`src/hw/wordRam.sv`:
```
`default_nettype none
`timescale 1ns/1ps

module wordRam #(
	parameter type wordT = logic [7:0],
	parameter int depth = 16,
	localparam int addrW = $clog2(depth)
)(
	input wire logic clk,
	input wire logic wrEn,
	input wire logic [addrW-1:0] wrAddr,
	input wire wordT wrData,
	input wire logic [addrW-1:0] rdAddr,
	output wordT rdData
);

	wordT mem [depth];

	// Read data appears one cycle after the address
	always_ff @(posedge clk)
	begin
		if (wrEn)
		begin
			mem[wrAddr] <= wrData;
		end
		rdData <= mem[rdAddr];
	end

	wrAddrInRange: assert property (
		@(posedge clk) wrEn |-> 32'(wrAddr) < depth
	)
		else $error("wordRam write to address %0d beyond depth %0d", wrAddr, depth);

endmodule

`default_nettype wire

```
`config.mk`:
```
export PLATFORM = sky130hd
export DESIGN_NAME = wordRam
export DESIGN_NICKNAME = d
export VERILOG_FILES = /design/src/hw/wordRam.sv
export SDC_FILE = /design/constraint.sdc
export NUM_CORES = 1
export LEC_CHECK = 0
export BUFFER_PORTS_ARGS = -buffer_cell sky130_fd_sc_hd__buf_2
export CORE_UTILIZATION = 40
export DETAILED_ROUTE_END_ITERATION = 6
export HOLD_SLACK_MARGIN = 0.12
export PLACE_DENSITY = 0.53
export REMOVE_ABC_BUFFERS = 1
export SYNTH_ARGS = -nofsm -noshare
export SYNTH_HDL_FRONTEND = slang
export SYNTH_SLANG_ARGS = --single-unit
```
`constraint.sdc`:
```
create_clock -name clk -period 2.3 [get_ports clk]
set_input_delay 0.345 -clock clk [delete_from_list [all_inputs] [get_ports clk]]
set_output_delay 0.345 -clock clk [all_outputs]
set_load 0.02 [all_outputs]
```
==> flow_summary.ini <==
[status]
status = finished clean

[clock_tree]
ctsResizeCount = 0
cts_num_sinks = 136
cts_tree = done
clockRootBuffer = clkbuf_16
htree_num_levels = 4
clockBufferDepth = 2
cts_setup_buffers = 0
path_clk_slew_ps = 60
hold_buffers = 0
numCtsBuffers = 17
clkLatencyLatePin_ps = 400

[route]
drt_iter0_drc = 168
viasPerCell = 5.11
vias = 2403
drtPass1Iterations = 4
wirelength_um = 9700
drtAntennaViolNets = 0
wire_per_inst_um = 20.6
drc_errors = 0

[power_and_ir_drop]
totalPowerFinal_mw = 5.70
vdd_drop_max_mv = 0.406
powerDensity_nw_per_um2 = 922
leakage_nw = 2.10

[synth]
yosys.cell_count.top_type = edfxtp_1
synth_cell_types = 19
synth_edf_count = 128
synthTopCellsByCount = edfxtp_1, mux4_2, a22oi_1, mux4_1, nor2_1
ys_seq_elements = 136
ys.warnings.count = 0
netlist_instances = 229
synth.avg_cell_area_sq_um = 22.5
synthesis.area_sq_um = 5150
yosysTopAreaCellShare = 0.747
synth_seq_area_share = 0.778
async_flop_share = 0
synthTopCellsByArea = edfxtp_1, mux4_2, mux4_1
ys.flop_type = edfxtp_1
synth_area_leader_cell = edfxtp_1

[timing]
slew_violations = 0
setup_tns_ps = 0
hold_violations = 0
setup_viol = 0
max_freq_mhz = 702
maxSlewHeadroom = 0.713
min_period_ps = 1430
rsz0062_at_grt = no
clock_skew_ps = 5.47
tightest_slew_ps = 429
fin_crit_sh = 0.620

[finish]
fin_area_sq_um = 6180
synthToLayoutAreaGrowth_pct = 20.1
nNetsFinal = 303
diodes = 0
drive_above_1_share = 0.319

[worst_setup_path]
critPathKind = primary input to flip-flop
critPathMaxFanout = 15
start_kind = primary input
startpoint = rdAddr[0]
timing.rr.start = mem[9][1]
worstPathArrival_ps = 1710
crit_required_ps = 2590
worstSetupEndpointType = flip-flop

[floorplan]
rows = 41
core_area_sq_um = 12600
ioPinCount = 26
die-width_um = 115
die_h_um = 115
start_util = 0.410
die-area_sq_um = 13300

[global_route]
grt_pass1_wl_um = 14800
grtUsageTotal = 0.164
grt_max_degree = 33
antenna_found_initial = 0
grt_overflow_total = 0
grt_pass1_vias = 2374

[placement]
dp_hpwl_um = 6300
gp_congestion = 0.721
dpl_cell_area_sq_um = 5590
io_buffers = 25

[flow_run]
drv_cap = 0

[worst_hold_path]
hp-start = wrData[3]
hp-class = primary input to flip-flop
[cell usage in the layout, fill, tap and decap left out]
| cell | n |
|---|---|
| nand2b_1 | 2 |
| a22oi_1 | 16 |
| edfxtp_1 | 128 |
| clkinvlp_4 | 2 |
| buf_12 | 2 |
| mux4_2 | 18 |
| clkinv_2 | 4 |
| buf_2 | 25 |
| nand2_1 | 9 |
| clkbuf_16 | 17 |
| and2b_1 | 1 |
| clkinv_1 | 1 |
| and2_1 | 1 |
| clkbuf_1 | 2 |
| clkinv_4 | 3 |
| nand3b_1 | 2 |
| mux4_1 | 14 |
| nand3_1 | 1 |
| bufinv_16 | 3 |
| buf_4 | 20 |
| nor2_1 | 13 |
| nor3_1 | 4 |
| dfxtp_1 | 8 |
| or3b_2 | 1 |
| nor2b_1 | 1 |
[final timing paths]
kind	slack, ps	depth (start not counted)	end
min	330	1	mem[7][3]
min reg2reg	660	3	rdData[5]
max reg2reg	940	3	rdData[1]
max	870	5	rdData[5]
[power by group]
group	internal, mW	switching [mW]	total, mW
Sequential	2.77	0.0154	2.79
Combinational	0.114	0.161	0.276
Clock	1.69	0.941	2.64
Total	4.58	1.12	5.70
[cell type report]
| class | instances | area [sq um] |
|---|---|---|
| clock buffer | 19 | 433 |
| clock inverter | 13 | 155 |
| timing repair buffer | 47 | 315 |
| multi-input combinational | 83 | 1060 |
| tap | 172 | 215 |
| sequential | 136 | 4000 |
| fill | 1021 | 6390 |
[sequential cells by signal, indices dropped and copies added, names as in the netlist]
signal,cells
mem,128
rdData,8
[critical path: stages]
cell and delay, ps:
buf_2 110, buf_4 290, mux4_1 590, a22oi_1 290, nand2_1 80
[kinds of logic (layout without fill, tap and decap cells)]
| group | after synthesis | after routing | synth area share |
|---|---|---|---|
| AOI/OAI and AO/OA | 16 | 16 | 0.0233 |
| buffers and inverters | 10 | 79 | 0.0168 |
| DFF | 136 | 136 | 0.778 |
| muxes | 32 | 32 | 0.150 |
| and+or+nand+nor | 35 | 35 | 0.0318 |
[metrics by stage]
step	util	setup slack [ps]	std cells	hold WS, ps
after global placement	0.445	453	438	652
after floorplan	-	462	219	444
final	0.492	875	470	329
after detailed placement	0.445	428	438	654
after CTS	0.492	861	470	315
after global routing	0.492	765	470	323
[per-layer routing]
metal,vias to the layer above,track usage,share of wire
met2,60,0.262,0.49
met5,-,0,0
met4,0,0.0649,0.012
met3,10,0.0366,0.041
met1,1245,0.220,0.46
li1,1088,-,-
Note: power is estimated with default switching activity, not from simulation.
