[src/include/cpuSettings_settings.svh]
`ifndef CPU_SETTINGS_SVH
`define CPU_SETTINGS_SVH

// Memory sizes in words
`define CPU_PROG_DEPTH 1024
`define CPU_DATA_DEPTH 16

// Word widths
`define CPU_DATA_W 8
`define CPU_PC_W 10
`define CPU_APB_ADDR_W 13
`define CPU_APB_DATA_W 32

// APB register map
`define CPU_ADDR_CTRL 13'h1000
`define CPU_ADDR_PC 13'h1004
`define CPU_ADDR_REGS 13'h1008
`define CPU_CTRL_RUN_BIT 0

// Program window, one instruction per 32-bit word
`define CPU_PROG_WIN_LO 13'h0000
`define CPU_PROG_WIN_HI 13'h0FFC
`define CPU_PROG_IDX_MSB 11
`define CPU_PROG_IDX_LSB 2

`endif
[src/hw/cpuPkg.sv]
`default_nettype none
`include "cpuSettings_settings.svh"

package cpuPkg;

	// ####################################################################
	// Instruction set
	// ####################################################################

	typedef enum logic [3:0] {
		OP_NOP  = 4'b0000,
		OP_LDBI = 4'b0001,
		OP_LDA  = 4'b0010,
		OP_STA  = 4'b0011,
		OP_SWAP = 4'b0100,
		OP_JMP  = 4'b0101,
		OP_JZ   = 4'b0110,
		OP_JC   = 4'b0111,
		OP_JNZ  = 4'b1000,
		OP_JNC  = 4'b1001,
		OP_LDAI = 4'b1010,
		OP_AND  = 4'b1011,
		OP_OR   = 4'b1100,
		OP_NOT  = 4'b1101,
		OP_ADD  = 4'b1110,
		OP_SUB  = 4'b1111
	} opcodeT;

	typedef logic [`CPU_DATA_W-1:0] byteT;

	// The immediate shares the low bits of the address field
	typedef union packed {
		logic [`CPU_PC_W-1:0] addr;
		struct packed {
			logic [`CPU_PC_W-`CPU_DATA_W-1:0] pad;
			byteT imm;
		} lit;
	} operandT;

	typedef struct packed {
		opcodeT opcode;
		operandT arg;
	} instrT;

	// ####################################################################
	// Core state
	// ####################################################################

	typedef struct packed {
		logic z;
		logic c;
	} flagsT;

	typedef struct packed {
		byteT a;
		byteT b;
		flagsT flags;
		logic [`CPU_PC_W-1:0] pc;
	} archStateT;

	typedef enum logic [1:0] {
		PH_FETCH = 2'd0,
		PH_EXEC  = 2'd1,
		PH_LOAD  = 2'd2
	} phaseT;

	// ####################################################################
	// Host side
	// ####################################################################

	typedef struct packed {
		logic psel;
		logic penable;
		logic pwrite;
		logic [`CPU_APB_ADDR_W-1:0] paddr;
		logic [`CPU_APB_DATA_W-1:0] pwdata;
	} apbReqT;

	typedef struct packed {
		logic pready;
		logic [`CPU_APB_DATA_W-1:0] prdata;
		logic pslverr;
	} apbRspT;

	typedef struct packed {
		logic en;
		logic [`CPU_PC_W-1:0] addr;
		instrT data;
	} progWrT;

endpackage

`default_nettype wire

[src/hw/apbHostPort.sv]
`default_nettype none
`timescale 1ns/1ps
`include "cpuSettings_settings.svh"

module apbHostPort
	import cpuPkg::*;
(
	input wire logic clk,
	input wire logic rst,
	input wire apbReqT apbReq,
	output apbRspT apbRsp,
	output progWrT progWr,
	output logic run,
	input wire archStateT state
);

	logic access;
	logic inWindow;
	logic isCtrl;
	logic isPc;
	logic isRegs;
	logic err;
	logic [`CPU_APB_DATA_W-1:0] readData;
	logic rspReady;
	logic rspErr;
	logic [`CPU_APB_DATA_W-1:0] rspData;
	logic wrEnQ;
	logic [`CPU_PC_W-1:0] wrAddrQ;
	instrT wrDataQ;

	// First access cycle, before the wait state has passed
	assign access = apbReq.psel & apbReq.penable & ~rspReady;

	assign inWindow = apbReq.paddr >= `CPU_PROG_WIN_LO && apbReq.paddr <= `CPU_PROG_WIN_HI;
	assign isCtrl = apbReq.paddr == `CPU_ADDR_CTRL;
	assign isPc = apbReq.paddr == `CPU_ADDR_PC;
	assign isRegs = apbReq.paddr == `CPU_ADDR_REGS;

	always_comb
	begin
		readData = '0;
		err = 1'b0;
		if (apbReq.pwrite)
		begin
			// PC and register readback are read only
			err = (inWindow & run) | ~(inWindow | isCtrl);
		end
		else if (isCtrl)
			readData[`CPU_CTRL_RUN_BIT] = run;
		else if (isPc)
			readData[`CPU_PC_W-1:0] = state.pc;
		else if (isRegs)
			readData[17:0] = {state.flags.c, state.flags.z, state.b, state.a};
		else
			err = 1'b1;
	end

	always_ff @(posedge clk)
	begin
		if (!rst)
		begin
			rspReady <= 1'b0;
			rspErr <= 1'b0;
			wrEnQ <= 1'b0;
			run <= 1'b0;
		end
		else
		begin
			rspReady <= access;
			rspErr <= access & err;
			wrEnQ <= access & apbReq.pwrite & inWindow & ~run;
			if (access && apbReq.pwrite && isCtrl)
			begin
				run <= apbReq.pwdata[`CPU_CTRL_RUN_BIT];
			end
		end
	end

	always_ff @(posedge clk)
	begin
		if (access)
		begin
			rspData <= readData;
			wrAddrQ <= apbReq.paddr[`CPU_PROG_IDX_MSB:`CPU_PROG_IDX_LSB];
			wrDataQ <= instrT'(apbReq.pwdata[$bits(instrT)-1:0]);
		end
	end

	assign apbRsp = '{pready: rspReady, prdata: rspData, pslverr: rspErr};
	assign progWr = '{en: wrEnQ, addr: wrAddrQ, data: wrDataQ};

	apbStable: assert property (
		@(posedge clk) disable iff (!rst)
		apbReq.psel && apbReq.penable |-> $stable(apbReq.paddr) && $stable(apbReq.pwrite)
	)
		else $error("APB address or direction changed before pready");

endmodule

`default_nettype wire

[config.mk]
export PLATFORM = sky130hd
export DESIGN_NAME = apbHostPort
export DESIGN_NICKNAME = d
export VERILOG_FILES = /design/src/hw/cpuPkg.sv /design/src/hw/apbHostPort.sv
export VERILOG_INCLUDE_DIRS = /design/src /design/src/include
export SDC_FILE = /design/constraint.sdc
export NUM_CORES = 1
export LEC_CHECK = 0
export BUFFER_PORTS_ARGS = -buffer_cell sky130_fd_sc_hd__clkbuf_2
export CORE_UTILIZATION = 43
export DETAILED_ROUTE_END_ITERATION = 12
export PLACE_DENSITY_LB_ADDON = 0.25
export SLEW_MARGIN = 5
export SYNTH_ARGS = -nofsm -noshare
export SYNTH_HDL_FRONTEND = slang
export SYNTH_SLANG_ARGS = --single-unit
[constraint.sdc]
create_clock -name clk -period 8.2 [get_ports clk]
set_clock_uncertainty 0.2 [all_clocks]
set_input_delay 0.41 -clock clk [delete_from_list [all_inputs] [get_ports clk]]
set_output_delay 0.41 -clock clk [all_outputs]
set_load 0.01 [all_outputs]
==> results.cfg, run 1 <==
[timing]
finalHoldViolations = 0
fin_crit_sh = 0.252
finalSetupTns_ns = 0
grt_setup_unrepaired = no
fin_crit_ns = 2.07
worst_slew_pin_slew_ns = 1.14
worst_slack_ns = 6.13
slew_headroom = 0.235
fmax_ghz = 0.484
finalSetupViolCount = 0
maxSlewViolCount = 0

[clocking]
cts_root_buffer = clkbuf_8
cts_buffer_depth = 2
postCtsSetupBuffers = 0
cts_resized = 0
cts_max_level = 2
clock-sinks = 46
cts_tree = yes
cts_hold_buf = 0
clk_pin_slew_ns = 0.09
numCtsBuffers = 5
clock_latency_ns = 0.29

[grt]
grt_overflow = 0
grt_first_pass_wirelength_mm = 4.85
grt_util_all_layers = 0.154
grt_max_degree = 44
antenna_found_initial = 0
first_global_vias = 1029

[route]
wl_per_cell_um = 12.9
drc = 0
routed_wl_mm = 3.48
dr.pass1.iters = 4
drtIter0Drc = 74
vias = 1232
drtAntennaViolNets = 0
via_per_inst = 4.56

[synthesis]
yosysTopAreaCellShare = 0.683
synth-main-ff-cell = edfxtp_1
synth_area_per_cell_um2 = 16.1
ys_seq_area_frac = 0.726
synthTopCellsByArea = edfxtp_1 (68%), buf_4 (6.9%), dfxtp_1 (4.3%)
async_reset_ff_frac = 0
synth_top_cell_by_area = edfxtp_1
synth.most_common_cell = edfxtp_1
ys_top_cells_by_count = edfxtp_1 (42), buf_4 (17), a22o_1 (9)
yosys_warnings = 0
synth.distinct_cells = 26
post_synth_inst_count = 115
synth_enable_flop_cells = 42
synth_seq_cells = 46
netlist_area_um2 = 1850

[finish]
layout-drive-gt1-share = 0.536
diodes = 0
utilization = 0.604
layout.cells.non_filler = 270
layout.nets = 297
area_growth_pct = 32.7

[die]
io_pins = 138
start_util = 0.455
design.die.area_um2 = 4560
placementRows = 23
design.core.area_um2 = 4060
die_y_um = 67.5
die_w_um = 67.5

[worst_setup_path]
timing.rr.end = rspErr
worstRegToRegCells = 3
start_kind = input port
crit_type = input port to flip-flop
worst_setup_path_end_kind = flip-flop
worstPathMaxFanout = 17
worstPathArrival_ns = 2.02
cp.required_ns = 8.16
r2r-start = rspReady
r2r_slack_ns = 6.24

[power]
powerDensity_nw_per_um2 = 194
seq_power_share = 0.566
power_switching_uw = 99.2
p_leak_uw = 0.00106
comb_power_share = 0.089
p_sw_frac = 0.209
vdd_drop_max_mv = 0.120
intPower_uw = 375
power.share.clock = 0.345

[place]
placedCellCount = 262
place_hpwl_mm = 2.64
port_buffers = 105
gp_congestion = 0.758
dpl_worst_slack_ns = 5.79

[hold_path]
hold_path_class = input port to flip-flop
min_path_cells = 1
hp-start = apbReq[2]
min_to = progWr[2]

[status]
outcome = finished clean

[run]
cap_violations = 0
critical path, cell delays in order:
cell and delay, ns:
clkbuf_2 0.10, nor4_2 0.31, nand3_2 0.21, nor4b_4 0.71, a22o_1 0.27
logic make-up (layout without fill, tap and decap cells):
family,count (synthesis),count (layout),share of synthesized area
AO/OA/AOI/OAI,11,11,0.0501
other,1,14,0.00203
flip-flops,46,46,0.726
adder cells (fa/ha/maj),1,1,0.00542
buffers and inverters,23,115,0.0860
multiplexers,2,2,0.0108
AND/OR/NAND/NOR,31,31,0.119
cell usage in the layout (no fill, tap or decap), types with 3 or more instances in the layout:
cell type | netlist | routed
edfxtp_1 | 42 | 42
clkbuf_8 | 0 | 5
a22o_1 | 9 | 9
clkbuf_2 | 0 | 105
dfxtp_1 | 4 | 4
and2_1 | 8 | 8
conb_1 | 1 | 14
nor2_1 | 4 | 3
nand2_1 | 5 | 5
nor3_1 | 3 | 3
stage by stage:
step | power, uW | instance area (um^2) | hold slack, ns
after CTS | 479 | 2450 | 0.0782
after global placement | 315 | 2340 | 0.299
after floorplan | 296 | 1900 | 0.302
after detailed placement | 317 | 2340 | 0.295
final | 474 | 2450 | 0.0867
after global routing | 494 | 2450 | 0.0644
power by group through the flow:
stage	clock network, uW	logic [uW]	registers, uW
after floorplan	0	17.1	279
after global placement	0	41.7	274
after detailed placement	0	42.5	274
after CTS	168	42.5	269
after global routing	177	46.8	270
final	163	42.1	269
area by class of cell:
class                   count  area, um^2
clock buffers               6        72.6
well taps                  50        62.6
clock inverters             2        37.5
flip-flops and latches     46        1340
multi-input cells          59         403
repair buffers            105         526
fillers                   348        1610
inverters                   2        7.51
flip-flops by register name, indices dropped and copies added (netlist names):
name      count
rspReady      1
rspData      18
progWr       14
wrEnQ         1
wrAddrQ      10
run           1
rspErr        1
how the worst max path moves through the flow:
stage	startpoint	to	slack, ns
2_1_floorplan	apbReq[47]	rspErr	5.15
6_report	apbReq[41]	rspData[7]	6.13
3_3_place_gp	apbReq[41]	rspData[8]	5.79
3_5_place_dp	apbReq[41]	rspData[7]	5.79
4_1_cts	apbReq[41]	rspData[7]	6.10
5_1_grt	apbReq[41]	rspData[9]	5.97
layer usage:
metal | vias up | track usage | part of all wire
met2 | 75 | 0.241 | 0.48
met4 | 0 | 0.0824 | 0.021
met1 | 545 | 0.173 | 0.39
met5 | - | 0 | 0
li1 | 604 | - | -
met3 | 8 | 0.0726 | 0.12
No activity file was read; power rests on OpenSTA's default activity.
==> run 2: changes to the inputs <==
CORE_UTILIZATION = 40   (was 43)
clock period = 2.1 ns   (was 8.2 ns; I/O delays follow)
==> results.cfg, run 2 (synthesis results as in run 1) <==
[power]
comb_power_share = 0.139
power_switching_uw = 405
intPower_uw = 1400
power.share.clock = 0.281
powerDensity_nw_per_um2 = 606
seq_power_share = 0.579
p_leak_uw = 0.00129
vdd_drop_max_mv = 0.314
p_sw_frac = 0.224

[worst_setup_path]
worstPathMaxFanout = 17
cp.required_ns = 2.05
worst_setup_path_end_kind = flip-flop
start_kind = input port
worstPathArrival_ns = 1.97
r2r_slack_ns = 0.81
crit_type = input port to flip-flop

[clocking]
clock_latency_ns = 0.29
numCtsBuffers = 5
cts_buffer_depth = 2
cts_max_level = 2
cts_root_buffer = clkbuf_8
cts_tree = yes
cts_resized = 0
clk_pin_slew_ns = 0.08
clock-sinks = 46

[place]
post_dp_cell_area_um2 = 2370
gp_congestion = 0.715
place_hpwl_mm = 2.60
port_buffers = 105

[hold_path]
hold_path_class = input port to flip-flop

[grt]
grt_util_all_layers = 0.191
first_global_vias = 1515
antenna_found_initial = 0
grt_max_degree = 42
grt_first_pass_wirelength_mm = 7.13
grt_overflow = 0

[finish]
area_growth_pct = 61.7
utilization = 0.681
largest_reg_flops = 18
diodes = 0
final_area_um2 = 2990
layout.nets = 353
mostFrequentLayoutCells = clkbuf_2 (105), dlygate4sd3_1 (52), edfxtp_1 (42)
nFillCells = 314
layout-drive-gt1-share = 0.438
regMostFlops = rspData
final_common_cell = clkbuf_2

[timing]
grt_setup_unrepaired = no
finalHoldViolations = 0
maxSlewViolCount = 0
fin_crit_sh = 0.961
finalSetupTns_ns = 0
fin_crit_ns = 2.02
fmax_ghz = 0.496
finalSetupViolCount = 0

[route]
dr.pass1.iters = 4
routed_wl_mm = 4.44
drtAntennaViolNets = 0
drc = 0
drtIter0Drc = 81
via_per_inst = 4.56
wl_per_cell_um = 13.5
vias = 1496

[status]
outcome = finished clean

[die]
design.die.area_um2 = 4890
io_pins = 138
die_y_um = 69.9
placementRows = 24
design.core.area_um2 = 4380
die_w_um = 69.9
start_util = 0.421

[run]
cap_violations = 0
run 2: critical path: stages:
cell and delay (ns):
dlygate4sd3_1 0.56, clkbuf_2 0.14, nor4_2 0.29, nand3_2 0.22, nor4b_4 0.25, buf_4 0.24, and2_1 0.16
run 2: area by class of cell:
cell class	count	area [um^2]	area share
inverter	2	7.51	0.00251
sequential	46	1340	0.449
timing repair buffer	161	1090	0.364
clock inverter	2	8.76	0.00293
tap	52	65.1	0.0218
clock buffer	6	72.6	0.0243
multi-input combinational	59	403	0.135
run 2: per-stage QoR:
| step | instances | setup WS, ns | hold WS (ns) | total power (uW) |
|---|---|---|---|---|
| after floorplan | 128 | 0.445 | 0.00387 | 1160 |
| after global placement | 266 | 0.382 | 0.0820 | 1240 |
| after detailed placement | 266 | 0.341 | 0.0837 | 1240 |
| after CTS | 326 | 0.0731 | 0.0292 | 1820 |
| after global routing | 328 | 0.00697 | 0.0396 | 1890 |
| final | 328 | 0.0829 | 0.0377 | 1810 |
run 2: power groups by stage:
stage / combinational [uW] / sequential (uW) / clock (uW)
5_1_grt: 272 / 1050 / 569
2_1_floorplan: 67.7 / 1090 / 0
3_3_place_gp: 169 / 1070 / 0
6_report: 252 / 1050 / 509
3_5_place_dp: 172 / 1070 / 0
4_1_cts: 249 / 1050 / 521
run 2: worst paths after layout:
| check | from | end | cells after the start |
|---|---|---|---|
| max | apbReq[38] | rspData[14] | 7 |
| min | state[20] | rspData[0] | 3 |
| max reg2reg | rspReady | rspData[13] | 2 |
| min reg2reg | run | run | 2 |
run 2: repair_timing:
item	4_1_cts	5_1_grt
endpoints found under the setup margin	0	10
hold buffers	52	0
setup buffers	0	2
hold endpoints to repair	45	0
run 2: per-layer routing:
| layer | vias up | part of all wire | track usage |
|---|---|---|---|
| li1 | 718 | - | - |
| met1 | 686 | 0.39 | 0.216 |
| met2 | 76 | 0.51 | 0.330 |
| met3 | 16 | 0.062 | 0.0577 |
| met4 | 0 | 0.035 | 0.0889 |
| met5 | - | 0 | 0 |
==> run 3: changes to the inputs <==
CELL_PAD_IN_SITES_DETAIL_PLACEMENT = 1   (was not set)
CELL_PAD_IN_SITES_GLOBAL_PLACEMENT = 1   (was not set)
CORE_UTILIZATION = 29   (was 40)
==> results.cfg, run 3 (synthesis results as in run 1) <==
[status]
outcome = finished clean

[worst_setup_path]
start_kind = input port
critPathMaxStageDelay_ns = 0.55
crit_start = apbReq[41]
r2r-start = rspReady
worstPathMaxFanout = 9
worstPathArrival_ns = 2.04
critPathBufInv = 4
crit_type = input port to flip-flop
worst_setup_path_end_kind = flip-flop
critical_path.slowest_cell = dlygate4sd3_1
crit_chain = dlygate4sd3_1 > clkbuf_2 > nor4_4 > nand3_2 > buf_4 > nor4_4 > buf_6 > a22o_1
cpLargestDelayFamily = buffers and inverters
cp.required_ns = 2.06
cpMostUsedCell = nor4_4

[clocking]
cts_tree = yes
numCtsBuffers = 5
cts_root_buffer = clkbuf_8
clock_latency_ns = 0.29
cts_buffer_depth = 2
cts_max_level = 2
clock-sinks = 46
clk_pin_slew_ns = 0.08

[route]
wl_per_cell_um = 14.5
dr.pass1.iters = 2
wl_met3_um = 400
vias = 1518
routed_wl_mm = 5.12
drtAntennaViolNets = 0
via_per_inst = 4.30
top_layer = met4
drtIter0Drc = 43
dr_wl_met2_mm = 2.61
wl_met1_mm = 2.00
drc = 0

[power]
powerDensity_nw_per_um2 = 592
power_uw = 1810
intPower_uw = 1400
power.share.clock = 0.279
p_sw_frac = 0.227
power_switching_uw = 411
comb_power_share = 0.142
seq_power_share = 0.579
vdd_drop_max_mv = 0.245
p_leak_uw = 0.00131

[place]
port_buffers = 105
place_hpwl_mm = 3.16
dpl_worst_slack_ns = 0.264
gp_congestion = 0.650

[timing]
finalSetupViolCount = 0
worst_slack_ns = 0.0211
hold_slack_ns = 0.0154
finalSetupTns_ns = 0
maxSlewViolCount = 0
fin_crit_sh = 0.990
fmax_ghz = 0.481
fin_crit_ns = 2.08
grt_setup_unrepaired = yes
finalHoldViolations = 0

[die]
start_util = 0.306
placementRows = 28
design.core.area_um2 = 6030
die_y_um = 81.8
design.die.area_um2 = 6690
die_w_um = 81.8
io_pins = 138

[grt]
grt_overflow = 0
antenna_found_initial = 0
grt_max_degree = 42
grt_util_all_layers = 0.147
first_global_vias = 1498
grt_first_pass_wirelength_mm = 7.17

[finish]
layout.nets = 356
area_growth_pct = 65.6
regMostFlops = rspData
utilization = 0.507
layout-drive-gt1-share = 0.453
mostFrequentLayoutCells = clkbuf_2 (105), dlygate4sd3_1 (52), edfxtp_1 (42)
largest_reg_flops = 18
diodes = 0
final_common_cell = clkbuf_2

[hold_path]
hp-start = state[20]
hold_path_class = input port to flip-flop

[run]
cap_violations = 0
run 3: routing by layer:
| metal | GRT usage | up-vias |
|---|---|---|
| met1 | 0.151 | 701 |
| met5 | 0 | - |
| met3 | 0.0344 | 11 |
| met4 | 0.0702 | 0 |
| li1 | - | 723 |
| met2 | 0.276 | 83 |
run 3: power by group through the flow:
stage	logic, uW	registers (uW)	clock network [uW]
after detailed placement	175	1070	0
after CTS	253	1050	529
final	257	1050	505
after global routing	279	1050	554
after global placement	172	1070	0
after floorplan	67.7	1090	0
run 3: final timing paths:
path / endpoint / slack (ns) / cells after the start
setup / recovery: rspData[5] / 0.02 / 8
hold / removal: rspData[0] / 0.02 / 3
setup reg to reg: rspData[16] / 0.79 / 2
hold reg to reg: run / 0.31 / 2
run 3: worst reg2reg max path, stage by stage (launching register included):
cell and delay (ns):
dfxtp_1 0.36, nor2_4 0.17, buf_12 0.25
run 3: cell type report:
cell class / count / area (um^2)
clock buffers: 5 / 68.8
clock inverters: 2 / 10.0
fillers: 658 / 2970
inverters: 2 / 7.51
multi-input cells: 59 / 418
flip-flops and latches: 46 / 1340
well taps: 75 / 93.8
repair buffers: 164 / 1120
run 3: what timing repair did:
action / in CTS / in global routing
hold buffers: 52 / 0
gates resized for setup: 0 / 6
endpoints found under the hold margin: 45 / 0
buffers inserted: 0 / 4
setup endpoints to repair: 0 / 17
run 3: metrics by stage:
step           instances  area (um^2)
3_3_place_gp         289         2400
4_1_cts              348         3000
5_1_grt              353         3060
3_5_place_dp         289         2400
2_1_floorplan        128         1900
6_report             353         3060
