==> config.mk <==
export PLATFORM = sky130hd
export DESIGN_NAME = cpuCore
export DESIGN_NICKNAME = d
export VERILOG_FILES = /design/src/hw/cpuPkg.sv /design/src/hw/aluUnit.sv /design/src/hw/cpuCore.sv /design/src/hw/wordRam.sv
export VERILOG_INCLUDE_DIRS = /design/src /design/src/include
export SDC_FILE = /design/constraint.sdc
export NUM_CORES = 1
export LEC_CHECK = 0
export ABC_AREA = 0
export BUFFER_PORTS_ARGS = -buffer_cell sky130_fd_sc_hd__buf_2
export CAP_MARGIN = 20
export CORE_UTILIZATION = 55
export DETAILED_ROUTE_END_ITERATION = 6
export PLACE_DENSITY = 0.74
export SETUP_SLACK_MARGIN = 0.1
export SYNTH_ARGS = -nofsm -noshare
export SYNTH_HDL_FRONTEND = slang
export SYNTH_HIERARCHICAL = 1
export SYNTH_SLANG_ARGS = --single-unit
export TNS_END_PERCENT = 5
==> constraint.sdc <==
create_clock -name clk -period 5.5 [get_ports clk]
set_input_delay 0.825 -clock clk [delete_from_list [all_inputs] [get_ports clk]]
set_output_delay 0.825 -clock clk [all_outputs]
set_load 0.03 [all_outputs]
==> src/include/cpuSettings_settings.svh <==
`ifndef CPU_SETTINGS_SVH
`define CPU_SETTINGS_SVH

// Memory sizes in words
`define CPU_PROG_DEPTH 1024
`define CPU_DATA_DEPTH 16

// Word widths
`define CPU_DATA_W 8
`define CPU_PC_W 10
`define CPU_APB_ADDR_W 13
`define CPU_APB_DATA_W 32

// APB register map
`define CPU_ADDR_CTRL 13'h1000
`define CPU_ADDR_PC 13'h1004
`define CPU_ADDR_REGS 13'h1008
`define CPU_CTRL_RUN_BIT 0

// Program window, one instruction per 32-bit word
`define CPU_PROG_WIN_LO 13'h0000
`define CPU_PROG_WIN_HI 13'h0FFC
`define CPU_PROG_IDX_MSB 11
`define CPU_PROG_IDX_LSB 2

`endif
==> src/hw/cpuPkg.sv <==
`default_nettype none
`include "cpuSettings_settings.svh"

package cpuPkg;

	// ####################################################################
	// Instruction set
	// ####################################################################

	typedef enum logic [3:0] {
		OP_NOP  = 4'b0000,
		OP_LDBI = 4'b0001,
		OP_LDA  = 4'b0010,
		OP_STA  = 4'b0011,
		OP_SWAP = 4'b0100,
		OP_JMP  = 4'b0101,
		OP_JZ   = 4'b0110,
		OP_JC   = 4'b0111,
		OP_JNZ  = 4'b1000,
		OP_JNC  = 4'b1001,
		OP_LDAI = 4'b1010,
		OP_AND  = 4'b1011,
		OP_OR   = 4'b1100,
		OP_NOT  = 4'b1101,
		OP_ADD  = 4'b1110,
		OP_SUB  = 4'b1111
	} opcodeT;

	typedef logic [`CPU_DATA_W-1:0] byteT;

	// The immediate shares the low bits of the address field
	typedef union packed {
		logic [`CPU_PC_W-1:0] addr;
		struct packed {
			logic [`CPU_PC_W-`CPU_DATA_W-1:0] pad;
			byteT imm;
		} lit;
	} operandT;

	typedef struct packed {
		opcodeT opcode;
		operandT arg;
	} instrT;

	// ####################################################################
	// Core state
	// ####################################################################

	typedef struct packed {
		logic z;
		logic c;
	} flagsT;

	typedef struct packed {
		byteT a;
		byteT b;
		flagsT flags;
		logic [`CPU_PC_W-1:0] pc;
	} archStateT;

	typedef enum logic [1:0] {
		PH_FETCH = 2'd0,
		PH_EXEC  = 2'd1,
		PH_LOAD  = 2'd2
	} phaseT;

	// ####################################################################
	// Host side
	// ####################################################################

	typedef struct packed {
		logic psel;
		logic penable;
		logic pwrite;
		logic [`CPU_APB_ADDR_W-1:0] paddr;
		logic [`CPU_APB_DATA_W-1:0] pwdata;
	} apbReqT;

	typedef struct packed {
		logic pready;
		logic [`CPU_APB_DATA_W-1:0] prdata;
		logic pslverr;
	} apbRspT;

	typedef struct packed {
		logic en;
		logic [`CPU_PC_W-1:0] addr;
		instrT data;
	} progWrT;

endpackage

`default_nettype wire

==> src/hw/aluUnit.sv <==
`default_nettype none
`timescale 1ns/1ps
`include "cpuSettings_settings.svh"

module aluUnit
	import cpuPkg::*;
(
	input wire opcodeT op,
	input wire byteT a,
	input wire byteT b,
	input wire flagsT flagsIn,
	output byteT result,
	output flagsT flagsOut
);

	logic [`CPU_DATA_W:0] sum;
	logic [`CPU_DATA_W:0] diff;
	logic aluOp;

	// The ninth bit is the carry out of ADD and the borrow of SUB
	assign sum = {1'b0, a} + {1'b0, b};
	assign diff = {1'b0, a} - {1'b0, b};

	always_comb
	begin
		result = a;
		flagsOut = flagsIn;
		aluOp = 1'b1;
		case (op)
			OP_AND:
			begin
				result = a & b;
			end
			OP_OR:
			begin
				result = a | b;
			end
			OP_NOT:
			begin
				result = ~a;
			end
			OP_ADD:
			begin
				result = sum[`CPU_DATA_W-1:0];
				flagsOut.c = sum[`CPU_DATA_W];
			end
			OP_SUB:
			begin
				result = diff[`CPU_DATA_W-1:0];
				flagsOut.c = diff[`CPU_DATA_W];
			end
			default:
			begin
				aluOp = 1'b0;
			end
		endcase

		// Logic ops keep the incoming carry, all five set Z from the result
		if (aluOp)
		begin
			flagsOut.z = (result == '0);
		end
	end

endmodule

`default_nettype wire

==> src/hw/cpuCore.sv <==
`default_nettype none
`timescale 1ns/1ps
`include "cpuSettings_settings.svh"

module cpuCore
	import cpuPkg::*;
(
	input wire logic clk,
	input wire logic rst,
	input wire logic run,
	output logic [`CPU_PC_W-1:0] progAddr,
	input wire instrT instr,
	output archStateT state
);

	localparam int dataAddrW = $clog2(`CPU_DATA_DEPTH);

	phaseT phase;
	logic runQ;
	logic start;
	logic stepEn;
	logic [`CPU_PC_W-1:0] pc;
	byteT regA;
	byteT regB;
	flagsT flags;
	byteT aluResult;
	flagsT aluFlags;
	logic taken;
	logic dataWrEn;
	logic [dataAddrW-1:0] dataAddr;
	byteT dataRd;

	// A rising run level restarts the program, the cycle after it steps
	assign start = run & ~runQ;
	assign stepEn = run & runQ;

	assign progAddr = pc;
	assign dataAddr = instr.arg.addr[dataAddrW-1:0];
	assign dataWrEn = stepEn && phase == PH_EXEC && instr.opcode == OP_STA;
	assign state = '{a: regA, b: regB, flags: flags, pc: pc};

	always_comb
	begin
		case (instr.opcode)
			OP_JMP: taken = 1'b1;
			OP_JZ: taken = flags.z;
			OP_JC: taken = flags.c;
			OP_JNZ: taken = ~flags.z;
			OP_JNC: taken = ~flags.c;
			default: taken = 1'b0;
		endcase
	end

	aluUnit alu (
		.op(instr.opcode),
		.a(regA),
		.b(regB),
		.flagsIn(flags),
		.result(aluResult),
		.flagsOut(aluFlags)
	);

	wordRam #(
		.wordT(byteT),
		.depth(`CPU_DATA_DEPTH)
	) dataMem (
		.clk(clk),
		.wrEn(dataWrEn),
		.wrAddr(dataAddr),
		.wrData(regA),
		.rdAddr(dataAddr),
		.rdData(dataRd)
	);

	// ####################################################################
	// Fetch and execute sequencer
	// ####################################################################

	always_ff @(posedge clk)
	begin
		if (!rst)
		begin
			runQ <= 1'b0;
			phase <= PH_FETCH;
			pc <= '0;
			regA <= '0;
			regB <= '0;
			flags <= '0;
		end
		else
		begin
			runQ <= run;
			if (start)
			begin
				phase <= PH_FETCH;
				pc <= '0;
				regA <= '0;
				regB <= '0;
				flags <= '0;
			end
			else if (stepEn)
			begin
				case (phase)
					PH_FETCH:
						phase <= PH_EXEC;
					PH_EXEC:
					begin
						phase <= (instr.opcode == OP_LDA) ? PH_LOAD : PH_FETCH;
						pc <= taken ? instr.arg.addr : pc + 1'b1;
						case (instr.opcode)
							OP_LDAI: regA <= instr.arg.lit.imm;
							OP_LDBI: regB <= instr.arg.lit.imm;
							OP_SWAP:
							begin
								regA <= regB;
								regB <= regA;
							end
							OP_AND, OP_OR, OP_NOT, OP_ADD, OP_SUB:
							begin
								regA <= aluResult;
								flags <= aluFlags;
							end
							default: ;
						endcase
					end
					PH_LOAD:
					begin
						regA <= dataRd;
						phase <= PH_FETCH;
					end
					default:
						phase <= PH_FETCH;
				endcase
			end
		end
	end

	phaseLegal: assert property (
		@(posedge clk) disable iff (!rst) phase inside {PH_FETCH, PH_EXEC, PH_LOAD}
	)
		else $error("core left its legal phases");

	noWriteHalted: assert property (
		@(posedge clk) disable iff (!rst) !run |-> !dataWrEn
	)
		else $error("data memory write while halted");

endmodule

`default_nettype wire

==> src/hw/wordRam.sv <==
`default_nettype none
`timescale 1ns/1ps

module wordRam #(
	parameter type wordT = logic [7:0],
	parameter int depth = 16,
	localparam int addrW = $clog2(depth)
)(
	input wire logic clk,
	input wire logic wrEn,
	input wire logic [addrW-1:0] wrAddr,
	input wire wordT wrData,
	input wire logic [addrW-1:0] rdAddr,
	output wordT rdData
);

	wordT mem [depth];

	// Read data appears one cycle after the address
	always_ff @(posedge clk)
	begin
		if (wrEn)
		begin
			mem[wrAddr] <= wrData;
		end
		rdData <= mem[rdAddr];
	end

	wrAddrInRange: assert property (
		@(posedge clk) wrEn |-> 32'(wrAddr) < depth
	)
		else $error("wordRam write to address %0d beyond depth %0d", wrAddr, depth);

endmodule

`default_nettype wire

==> results of run 1 <==
## cell type report
class	instances	share of cell area, %
Sequential cell	167	49.3
Multi-Input combinational cell	404	36.1
Clock buffer	18	4.57
Timing Repair Buffer	64	3.68
Tap cell	188	2.51
Clock inverter	14	2.28
Inverter	40	1.60
## metal layers
layer / track usage [%] / part of all wire [%] / vias up
li1: - / - / 2621
met5: 0 / 0 / -
met3: 5.15 / 6.9 / 31
met4: 7.65 / 1.5 / 0
met1: 34.4 / 43 / 2905
met2: 42.8 / 49 / 257
## synth_stat cells (7+ instances only)
library cell	count	area, µm²
nand2_1	47	176
mux4_1	14	368
mux4_2	18	405
buf_6	11	124
a21oi_1	32	160
mux2i_1	14	140
buf_4	15	113
ha_1	28	350
o22ai_1	9	56.3
a22oi_1	17	128
o21ai_0	20	100
dfxtp_1	39	781
nand3_1	15	75.1
edfxtp_1	128	3840
nor2_1	39	146
a221oi_1	11	96.3
nand2b_1	7	43.8
clkbuf_1	8	30.0
inv_1	38	143
a211oi_1	14	105
a221o_1	11	110
nor3_1	10	50.1
## worst max-delay path, delay by kind of cell (launching register included)
family | cells | cell delay [ns]
buffers and inverters | 1 | 0.15
flip-flops | 1 | 0.83
multiplexers | 1 | 0.13
AO/OA/AOI/OAI | 5 | 1.11
AND/OR/NAND/NOR | 2 | 0.67
adder cells (fa/ha/maj) | 2 | 0.72
## flip-flops by register name, summed over array words and instances (netlist names)
name	count
dataMem/mem	128
progAddr	10
dataMem/rdData	8
regA	8
regB	8
phase	2
state	2
runQ	1
## through the flow
step	area [µm²]	worst slack, ns	total power, mW
floorplan	8520	2.27	1.46
global placement	8730	1.77	1.49
detailed placement	8740	1.55	1.49
CTS	9380	1.84	2.76
global route	9390	1.60	2.82
finish	9390	1.82	2.75
## kinds of logic after synthesis
kind of cell,after synthesis
buffers and inverters,85
XOR/XNOR,3
AO/OA/AOI/OAI,162
multiplexers,48
flip-flops,167
adder cells (fa/ha/maj),30
AND/OR/NAND/NOR,161
## where the power goes
part           internal, mW  total, mW  leakage (nW)  switching (mW)
logic                0.0410      0.120          1.55          0.0793
clock network         0.775       1.29         0.310           0.515
registers              1.34       1.34          1.80         0.00175
total                  2.16       2.75          3.66           0.596
## worst min path at each step
| stage | start | endpoint | cells past startpoint |
|---|---|---|---|
| floorplan | phase[1] | phase[1] | 2 |
| CTS | state[10] | state[10] | 2 |
| global placement | state[11] | state[11] | 2 |
| finish | progAddr[9] | progAddr[9] | 2 |
| global route | progAddr[9] | progAddr[9] | 2 |
| detailed placement | state[10] | state[10] | 2 |
==> flow_metrics.tcl, run 1 <==
set metrics [dict create \
    status "complete, no violations" \
    port_buffers 54 \
    overflow 0 \
    post_cts_buffers 0 \
    synth_xor_area_share_pct 0.308 \
    cts_buffers 17 \
    cap_viol_max_count 0 \
    crit_type "reg -> reg" \
    tightest_slew_ns 1.10 \
    relSlewSlack_pct 26.0 \
    drt_iter0_markers 600 \
    r2r-start "regA[0]" \
    cts_resized 0 \
    critPathCaptureType "register" \
    hold_viol 0 \
    tritoncts "done" \
    synth_edf_count 128 \
    yosysWarnings 6 \
    drive_gt1_share_pct 19.5 \
    fin_util_pct 62.0 \
    drt-total-wl_um 19800 \
    synthSimpleGateAreaFrac_pct 9.80 \
    ys.flop_type "edfxtp_1" \
    vdd_drop_max_v 0.000242 \
    start_kind "register" \
    clk_pin_slew_ns 0.07 \
    ys_types 78 \
    synth_compound_area_share_pct 14.1 \
    ys_seq_area_share_pct 54.3 \
    cellLeakagePower_nw 3.66 \
    reg2reg_to "state[11]" \
    netlist_area_um2 8520 \
    finalCritPeriodShare_pct 66.9 \
    syn_area_per_cell_um2 13.0 \
    synth_fa_ha_area_share_pct 4.58 \
    setup_tns_ns 0 \
    syn_to_final_growth_pct 10.2 \
    worstSetupEndpoint "state[11]" \
    path_cells "inv_1 > ha_1 > fa_1 > o21bai_1 > a21oi_1 > mux2i_1 > o32a_1 > or4_1 > o41ai_2 > nand3_1 > a21oi_1" \
    clkSinkCount 167 \
    multi_input_area_um2 3390 \
    cts_root_buf "clkbuf_16" \
    crit_start "regA[0]" \
    dp_hpwl_um 12800 \
    grt_pass1_wl_um 30900 \
    num_antenna_cells 0 \
    row_count 45 \
    register_area_um2 4620 \
    dieArea_um2 16000 \
    grt_util_all_layers_pct 25.7 \
    dp_cells 862 \
    whs_ns 0.525 \
    vias_per_cell 6.50 \
    cts_max_level 4 \
    die_height_um 126 \
    ff2ff_setup_slack_ns 1.82 \
    place_congestion 0.876 \
    synthMuxAreaShare_pct 11.0 \
    initial_core_util_pct 56.2 \
    critPathMostFrequentCell "a21oi_1" \
    detail-route-antenna-nets 0 \
    clockBufferDepth 2 \
    synthCells 656 \
    vias 5814 \
    arrival_ns 4.03 \
    layout_min_cycle_time_ns 3.68 \
    die_x_um 126 \
    hold_buffers 0 \
    finClkSkew_ns 0.00617 \
    finalSetupViolCount 0 \
    rsz0062_at_grt "no" \
    pin_count 55 \
    power_density_nw_per_um2 293 \
    mostFrequentLayoutCell "edfxtp_1" \
    async_reset_ff_share_pct 0 \
    firstDrtPassIters 6 \
    first_global_vias 5482 \
    slowest_stage "dfxtp_1" \
    slew_viol_final 0 \
    fillerInstances 1140 \
    path_max_fanout 23 \
    max_freq_mhz 272 \
    drt-wirelength-per-cell_um 22.1 \
    drc 0 \
    grt_max_degree 43 \
    core_area_um2 15100 \
    clk_latency_ns 0.43 \
    mostFrequentLayoutCells "128 x edfxtp_1, 54 x buf_2, 47 x nand2_1" \
    ys_ff_latch 167 \
    synth_nets 703 \
    grt_antenna_before_repair 0 \
    min_path_type "reg -> reg" \
    nets 741 \
    cp.required_ns 5.85 \
    instances_no_fill 895 \
    synth_top_family_by_area "compound AO/OA/AOI/OAI gates" \
    worstRegToRegCells 11 \
    critPathMaxStageDelay_ns 0.83 \
]
No activity file was read; power rests on OpenSTA's default activity.
==> inputs of run 2 (changes only) <==
- PLACE_DENSITY: 0.74 -> 0.77
- clock period: 5.5 -> 3 ns (I/O delays scaled with it)
==> flow_metrics.tcl, run 2 (synthesis results as in run 1) <==
set metrics [dict create \
    status "finished, violations left" \
    violations "design-rule violations" \
    clockBufferDepth 2 \
    cap_viol_max_count 0 \
    cellLeakagePower_nw 3.83 \
    row_count 45 \
    tritoncts "done" \
    initial_core_util_pct 56.2 \
    clkSinkCount 167 \
    relSlewSlack_pct 41.7 \
    mostFrequentLayoutCell "edfxtp_1" \
    detail-route-antenna-nets 0 \
    first_global_vias 5820 \
    drc 2 \
    dieArea_um2 16000 \
    finClkSkew_ns 0.0151 \
    cp.required_ns 3.37 \
    max_freq_mhz 340 \
    place_ws_ns 0.0552 \
    start_kind "register" \
    top_register "dataMem/mem" \
    pin_count 55 \
    syn_to_final_growth_pct 13.6 \
    rsz0062_at_grt "yes" \
    vias_per_cell 6.51 \
    dp_hpwl_um 13900 \
    finalCritPeriodShare_pct 98.0 \
    hold_viol 0 \
    crit_type "reg -> reg" \
    hold_buffers 0 \
    layout_min_cycle_time_ns 2.94 \
    mostFrequentLayoutCells "128 x edfxtp_1, 54 x buf_2, 50 x buf_4" \
    slew_viol_final 0 \
    clk_latency_ns 0.43 \
    die_x_um 126 \
    cts_max_level 4 \
    critPathCaptureType "register" \
    core_area_um2 15100 \
    place_congestion 0.949 \
    clk_pin_slew_ns 0.06 \
    finalSetupViolCount 0 \
    path_max_fanout 8 \
    worst_slack_ns 0.0603 \
    firstDrtPassIters 7 \
    vdd_drop_max_v 0.000385 \
    drt-total-wl_um 20500 \
    min_path_type "in -> reg" \
    port_buffers 54 \
    grt_util_all_layers_pct 26.6 \
    cts_root_buf "clkbuf_16" \
    grt_pass1_wl_um 31900 \
    nets 782 \
    arrival_ns 3.31 \
    num_antenna_cells 0 \
    overflow 0 \
    drt-wirelength-per-cell_um 21.8 \
    grt_max_degree 24 \
    largest_register_ffs 128 \
    tightest_slew_ns 0.868 \
    power_density_nw_per_um2 485 \
    drt_iter0_markers 638 \
    cts_buffers 17 \
    vias 6090 \
    grt_antenna_before_repair 0 \
    die_height_um 126 \
    drive_gt1_share_pct 26.2 \
    setup_tns_ns 0 \
]
run 2: final timing paths:
check / cells past startpoint / start / slack (ns) / endpoint
max: 10 / regA[2] / 0.06 / state[11]
min: 2 / rst / 0.29 / phase[0]
max reg2reg: 10 / regA[2] / 0.06 / state[11]
min reg2reg: 2 / progAddr[9] / 0.53 / progAddr[9]
run 2: where the power goes:
part / leakage (nW) / internal, mW / switching (mW)
logic: 1.77 / 0.0881 / 0.154
registers: 1.80 / 2.46 / 0.00239
clock network: 0.261 / 1.11 / 0.881
run 2: area by class of cell:
type / count / area [µm²]
inverters: 40 / 150
multi-input cells: 404 / 3460
fillers: 1127 / 5470
well taps: 188 / 235
repair buffers: 105 / 666
clock buffers: 22 / 465
flip-flops and latches: 167 / 4630
clock inverters: 10 / 71.3
run 2: routing by layer:
layer / up-vias / routed length [µm] / track usage (%)
met4: 0 / 591 / 11.0
met3: 52 / 1610 / 5.15
met5: - / 0 / 0
met1: 3005 / 8350 / 35.4
li1: 2697 / - / -
met2: 336 / 9900 / 43.0
run 2: per-stage QoR:
stage / hold WS (ns) / power, mW / instances / instance area [µm²] / util, %
after floorplan: 0.507 / 2.68 / 656 / 8520 / -
after global placement: 0.511 / 2.74 / 903 / 9060 / 59.8
after detailed placement: 0.517 / 2.74 / 903 / 9060 / 59.8
after CTS: 0.276 / 4.72 / 935 / 9600 / 63.4
after global routing: 0.284 / 4.82 / 936 / 9670 / 63.9
final: 0.289 / 4.69 / 936 / 9670 / 63.9
run 2: critical path, cell delays in order, from the launching register on:
cell	delay (ns)
dfxtp_2	0.37
inv_1	0.07
ha_2	0.43
and2b_2	0.26
o31a_1	0.25
o21ai_0	0.21
a31oi_1	0.19
or4_4	0.58
o41ai_4	0.29
nand3_1	0.10
a21oi_1	0.13
run 2: what timing repair did:
item / 4_1_cts / 5_1_grt
endpoints found under the setup margin: 3 / 5
cloned: 0 / 0
pin swaps: 0 / 2
setup buffers: 0 / 1
resized for setup: 2 / 15
endpoints found under the hold margin: 0 / 0
==> inputs of run 3 (changes only) <==
- SETUP_SLACK_MARGIN: 0.1 -> 0.3
==> flow_metrics.tcl, run 3 (synthesis results as in run 1) <==
set metrics [dict create \
    path_max_fanout 8 \
    pwr-share-clk_pct 44.2 \
    grt_util_all_layers_pct 26.6 \
    min_path_type "in -> reg" \
    vias_per_cell 6.41 \
    arrival_ns 3.30 \
    crit_type "reg -> reg" \
    mostFrequentLayoutCell "edfxtp_1" \
    initial_core_util_pct 56.2 \
    seq_power_share_pct 50.8 \
    slowest_stage "or4_4" \
    power_frac_comb_pct 5.0 \
    finalCritPeriodShare_pct 97.6 \
    drt-wirelength-per-cell_um 21.7 \
    grt_pass1_wl_um 31600 \
    rsz0062_at_grt "yes" \
    cellLeakagePower_nw 3.86 \
    mostFrequentLayoutCells "128 x edfxtp_1, 54 x buf_2, 52 x buf_4" \
    path_cells "inv_1 > ha_2 > and2b_2 > o31a_1 > o21ai_0 > a31oi_2 > or4_4 > o41ai_2 > nand3_1 > a21oi_2" \
    dieArea_um2 16000 \
    sw_frac_of_total_pct 22.0 \
    clk_pin_slew_ns 0.07 \
    p_switching_mw 1.07 \
    reg2reg_to "state[11]" \
    overflow 0 \
    power_density_nw_per_um2 497 \
    cts_max_level 4 \
    core_area_um2 15100 \
    tightest_slew_ns 0.862 \
    slew_viol_final 0 \
    drive_gt1_share_pct 27.2 \
    detail-route-antenna-nets 0 \
    vdd_drop_max_v 0.000420 \
    nets 783 \
    place_area_um2 9110 \
    finClkSkew_ns 0.00915 \
    cp.required_ns 3.38 \
    hold_viol 0 \
    clockBufferDepth 2 \
    drc 0 \
    grt_antenna_before_repair 0 \
    worst_slack_ns 0.0714 \
    critPathBufInv 1 \
    top_register "dataMem/mem" \
    max_freq_mhz 341 \
    relSlewSlack_pct 42.1 \
    ff2ff_setup_slack_ns 0.07 \
    critPathCaptureType "register" \
    cap_viol_max_count 0 \
    intPower_mw 3.77 \
    holdPathStages 2 \
    whs_ns 0.274 \
    grt_max_degree 23 \
    drt-total-wl_um 20300 \
    place_congestion 0.966 \
    die_height_um 126 \
    start_kind "register" \
    cts_buffers 17 \
    dp_hpwl_um 13800 \
    fin_area_um2 9740 \
    firstDrtPassIters 5 \
    place_ws_ns 0.112 \
    hold_start "rst" \
    die_x_um 126 \
    first_global_vias 5730 \
    cp_top_family "compound AO/OA/AOI/OAI gates" \
    hold_end "phase[0]" \
    largest_register_ffs 128 \
    critPathMaxStageDelay_ns 0.56 \
    fin_util_pct 64.3 \
    vias 6007 \
    hold_buffers 0 \
    tritoncts "done" \
    drt_iter0_markers 607 \
    clkSinkCount 167 \
    num_antenna_cells 0 \
    pin_count 55 \
    finalSetupViolCount 0 \
    fillerInstances 1139 \
    layout_min_cycle_time_ns 2.93 \
    row_count 45 \
    port_buffers 54 \
    status "complete, no violations" \
    syn_to_final_growth_pct 14.3 \
    r2r-start "regB[2]" \
    clk_latency_ns 0.44 \
    worstRegToRegCells 10 \
    cts_root_buf "clkbuf_16" \
]
[run 3: changes by cell type in the layout (fill, tap and decap cells not counted), moves of 2 or more]
cell and delta:
clkbuf_1 -3, ha_4 +2, dfxtp_1 -5, buf_4 +2, dfxtp_4 +5, ha_2 -3
bufinv_16 +2
[run 3: power groups by stage]
stage	combinational (mW)	clock [mW]	sequential [mW]
floorplan	0.170	0	2.51
global placement	0.230	0	2.51
detailed placement	0.235	0	2.51
CTS	0.236	2.17	2.46
global route	0.259	2.26	2.45
finish	0.242	2.14	2.46
[run 3: what timing repair did]
item                                    in CTS  in global routing
endpoints found under the setup margin       5                  5
gates resized for setup                      1                 12
endpoints found under the hold margin        0                  0
buffers inserted                             0                  0
pin swaps                                    0                  1
[run 3: stage by stage]
stage	setup TNS, ns	total power [mW]	cells
5_1_grt	-0.0474	4.97	937
6_report	0	4.84	937
3_5_place_dp	0	2.74	905
3_3_place_gp	0	2.74	905
2_1_floorplan	0	2.68	656
4_1_cts	0	4.86	937
[run 3: worst reg2reg max path, cell delays in order, from the launching register on]
cell,delay (ns)
dfxtp_2,0.37
inv_1,0.08
ha_2,0.44
and2b_2,0.25
o31a_1,0.24
o21ai_0,0.25
a31oi_2,0.18
or4_4,0.56
o41ai_2,0.22
nand3_1,0.13
a21oi_2,0.15
[run 3: how the worst max path moves through the flow]
| stage | from | to | slack (ns) | cells after the start |
|---|---|---|---|---|
| after floorplan | regA[0] | state[11] | 0.19 | 11 |
| after global placement | regB[0] | state[11] | 0.14 | 10 |
| after detailed placement | regA[0] | state[11] | 0.11 | 10 |
| final | regB[2] | state[11] | 0.07 | 10 |
| after global routing | regA[0] | state[11] | -0.05 | 11 |
| after CTS | regA[0] | state[11] | 0.12 | 10 |
[run 3: final cells by class]
cell class / instances / area, µm² / share of cell area, %
Sequential cell: 167 / 4650 / 47.7
Inverter: 40 / 153 / 1.57
Timing Repair Buffer: 106 / 661 / 6.78
Multi-Input combinational cell: 404 / 3460 / 35.6
Clock inverter: 14 / 149 / 1.53
Tap cell: 188 / 235 / 2.42
Clock buffer: 18 / 429 / 4.41
[run 3: routing by layer]
| metal | vias up | part of all wire, % | track usage, % | wire, µm |
|---|---|---|---|---|
| li1 | 2701 | - | - | - |
| met1 | 2968 | 42 | 35.2 | 8580 |
| met2 | 290 | 48 | 43.0 | 9830 |
| met3 | 48 | 6.9 | 5.31 | 1400 |
| met4 | 0 | 2.4 | 11.1 | 494 |
| met5 | - | 0 | 0 | 0 |
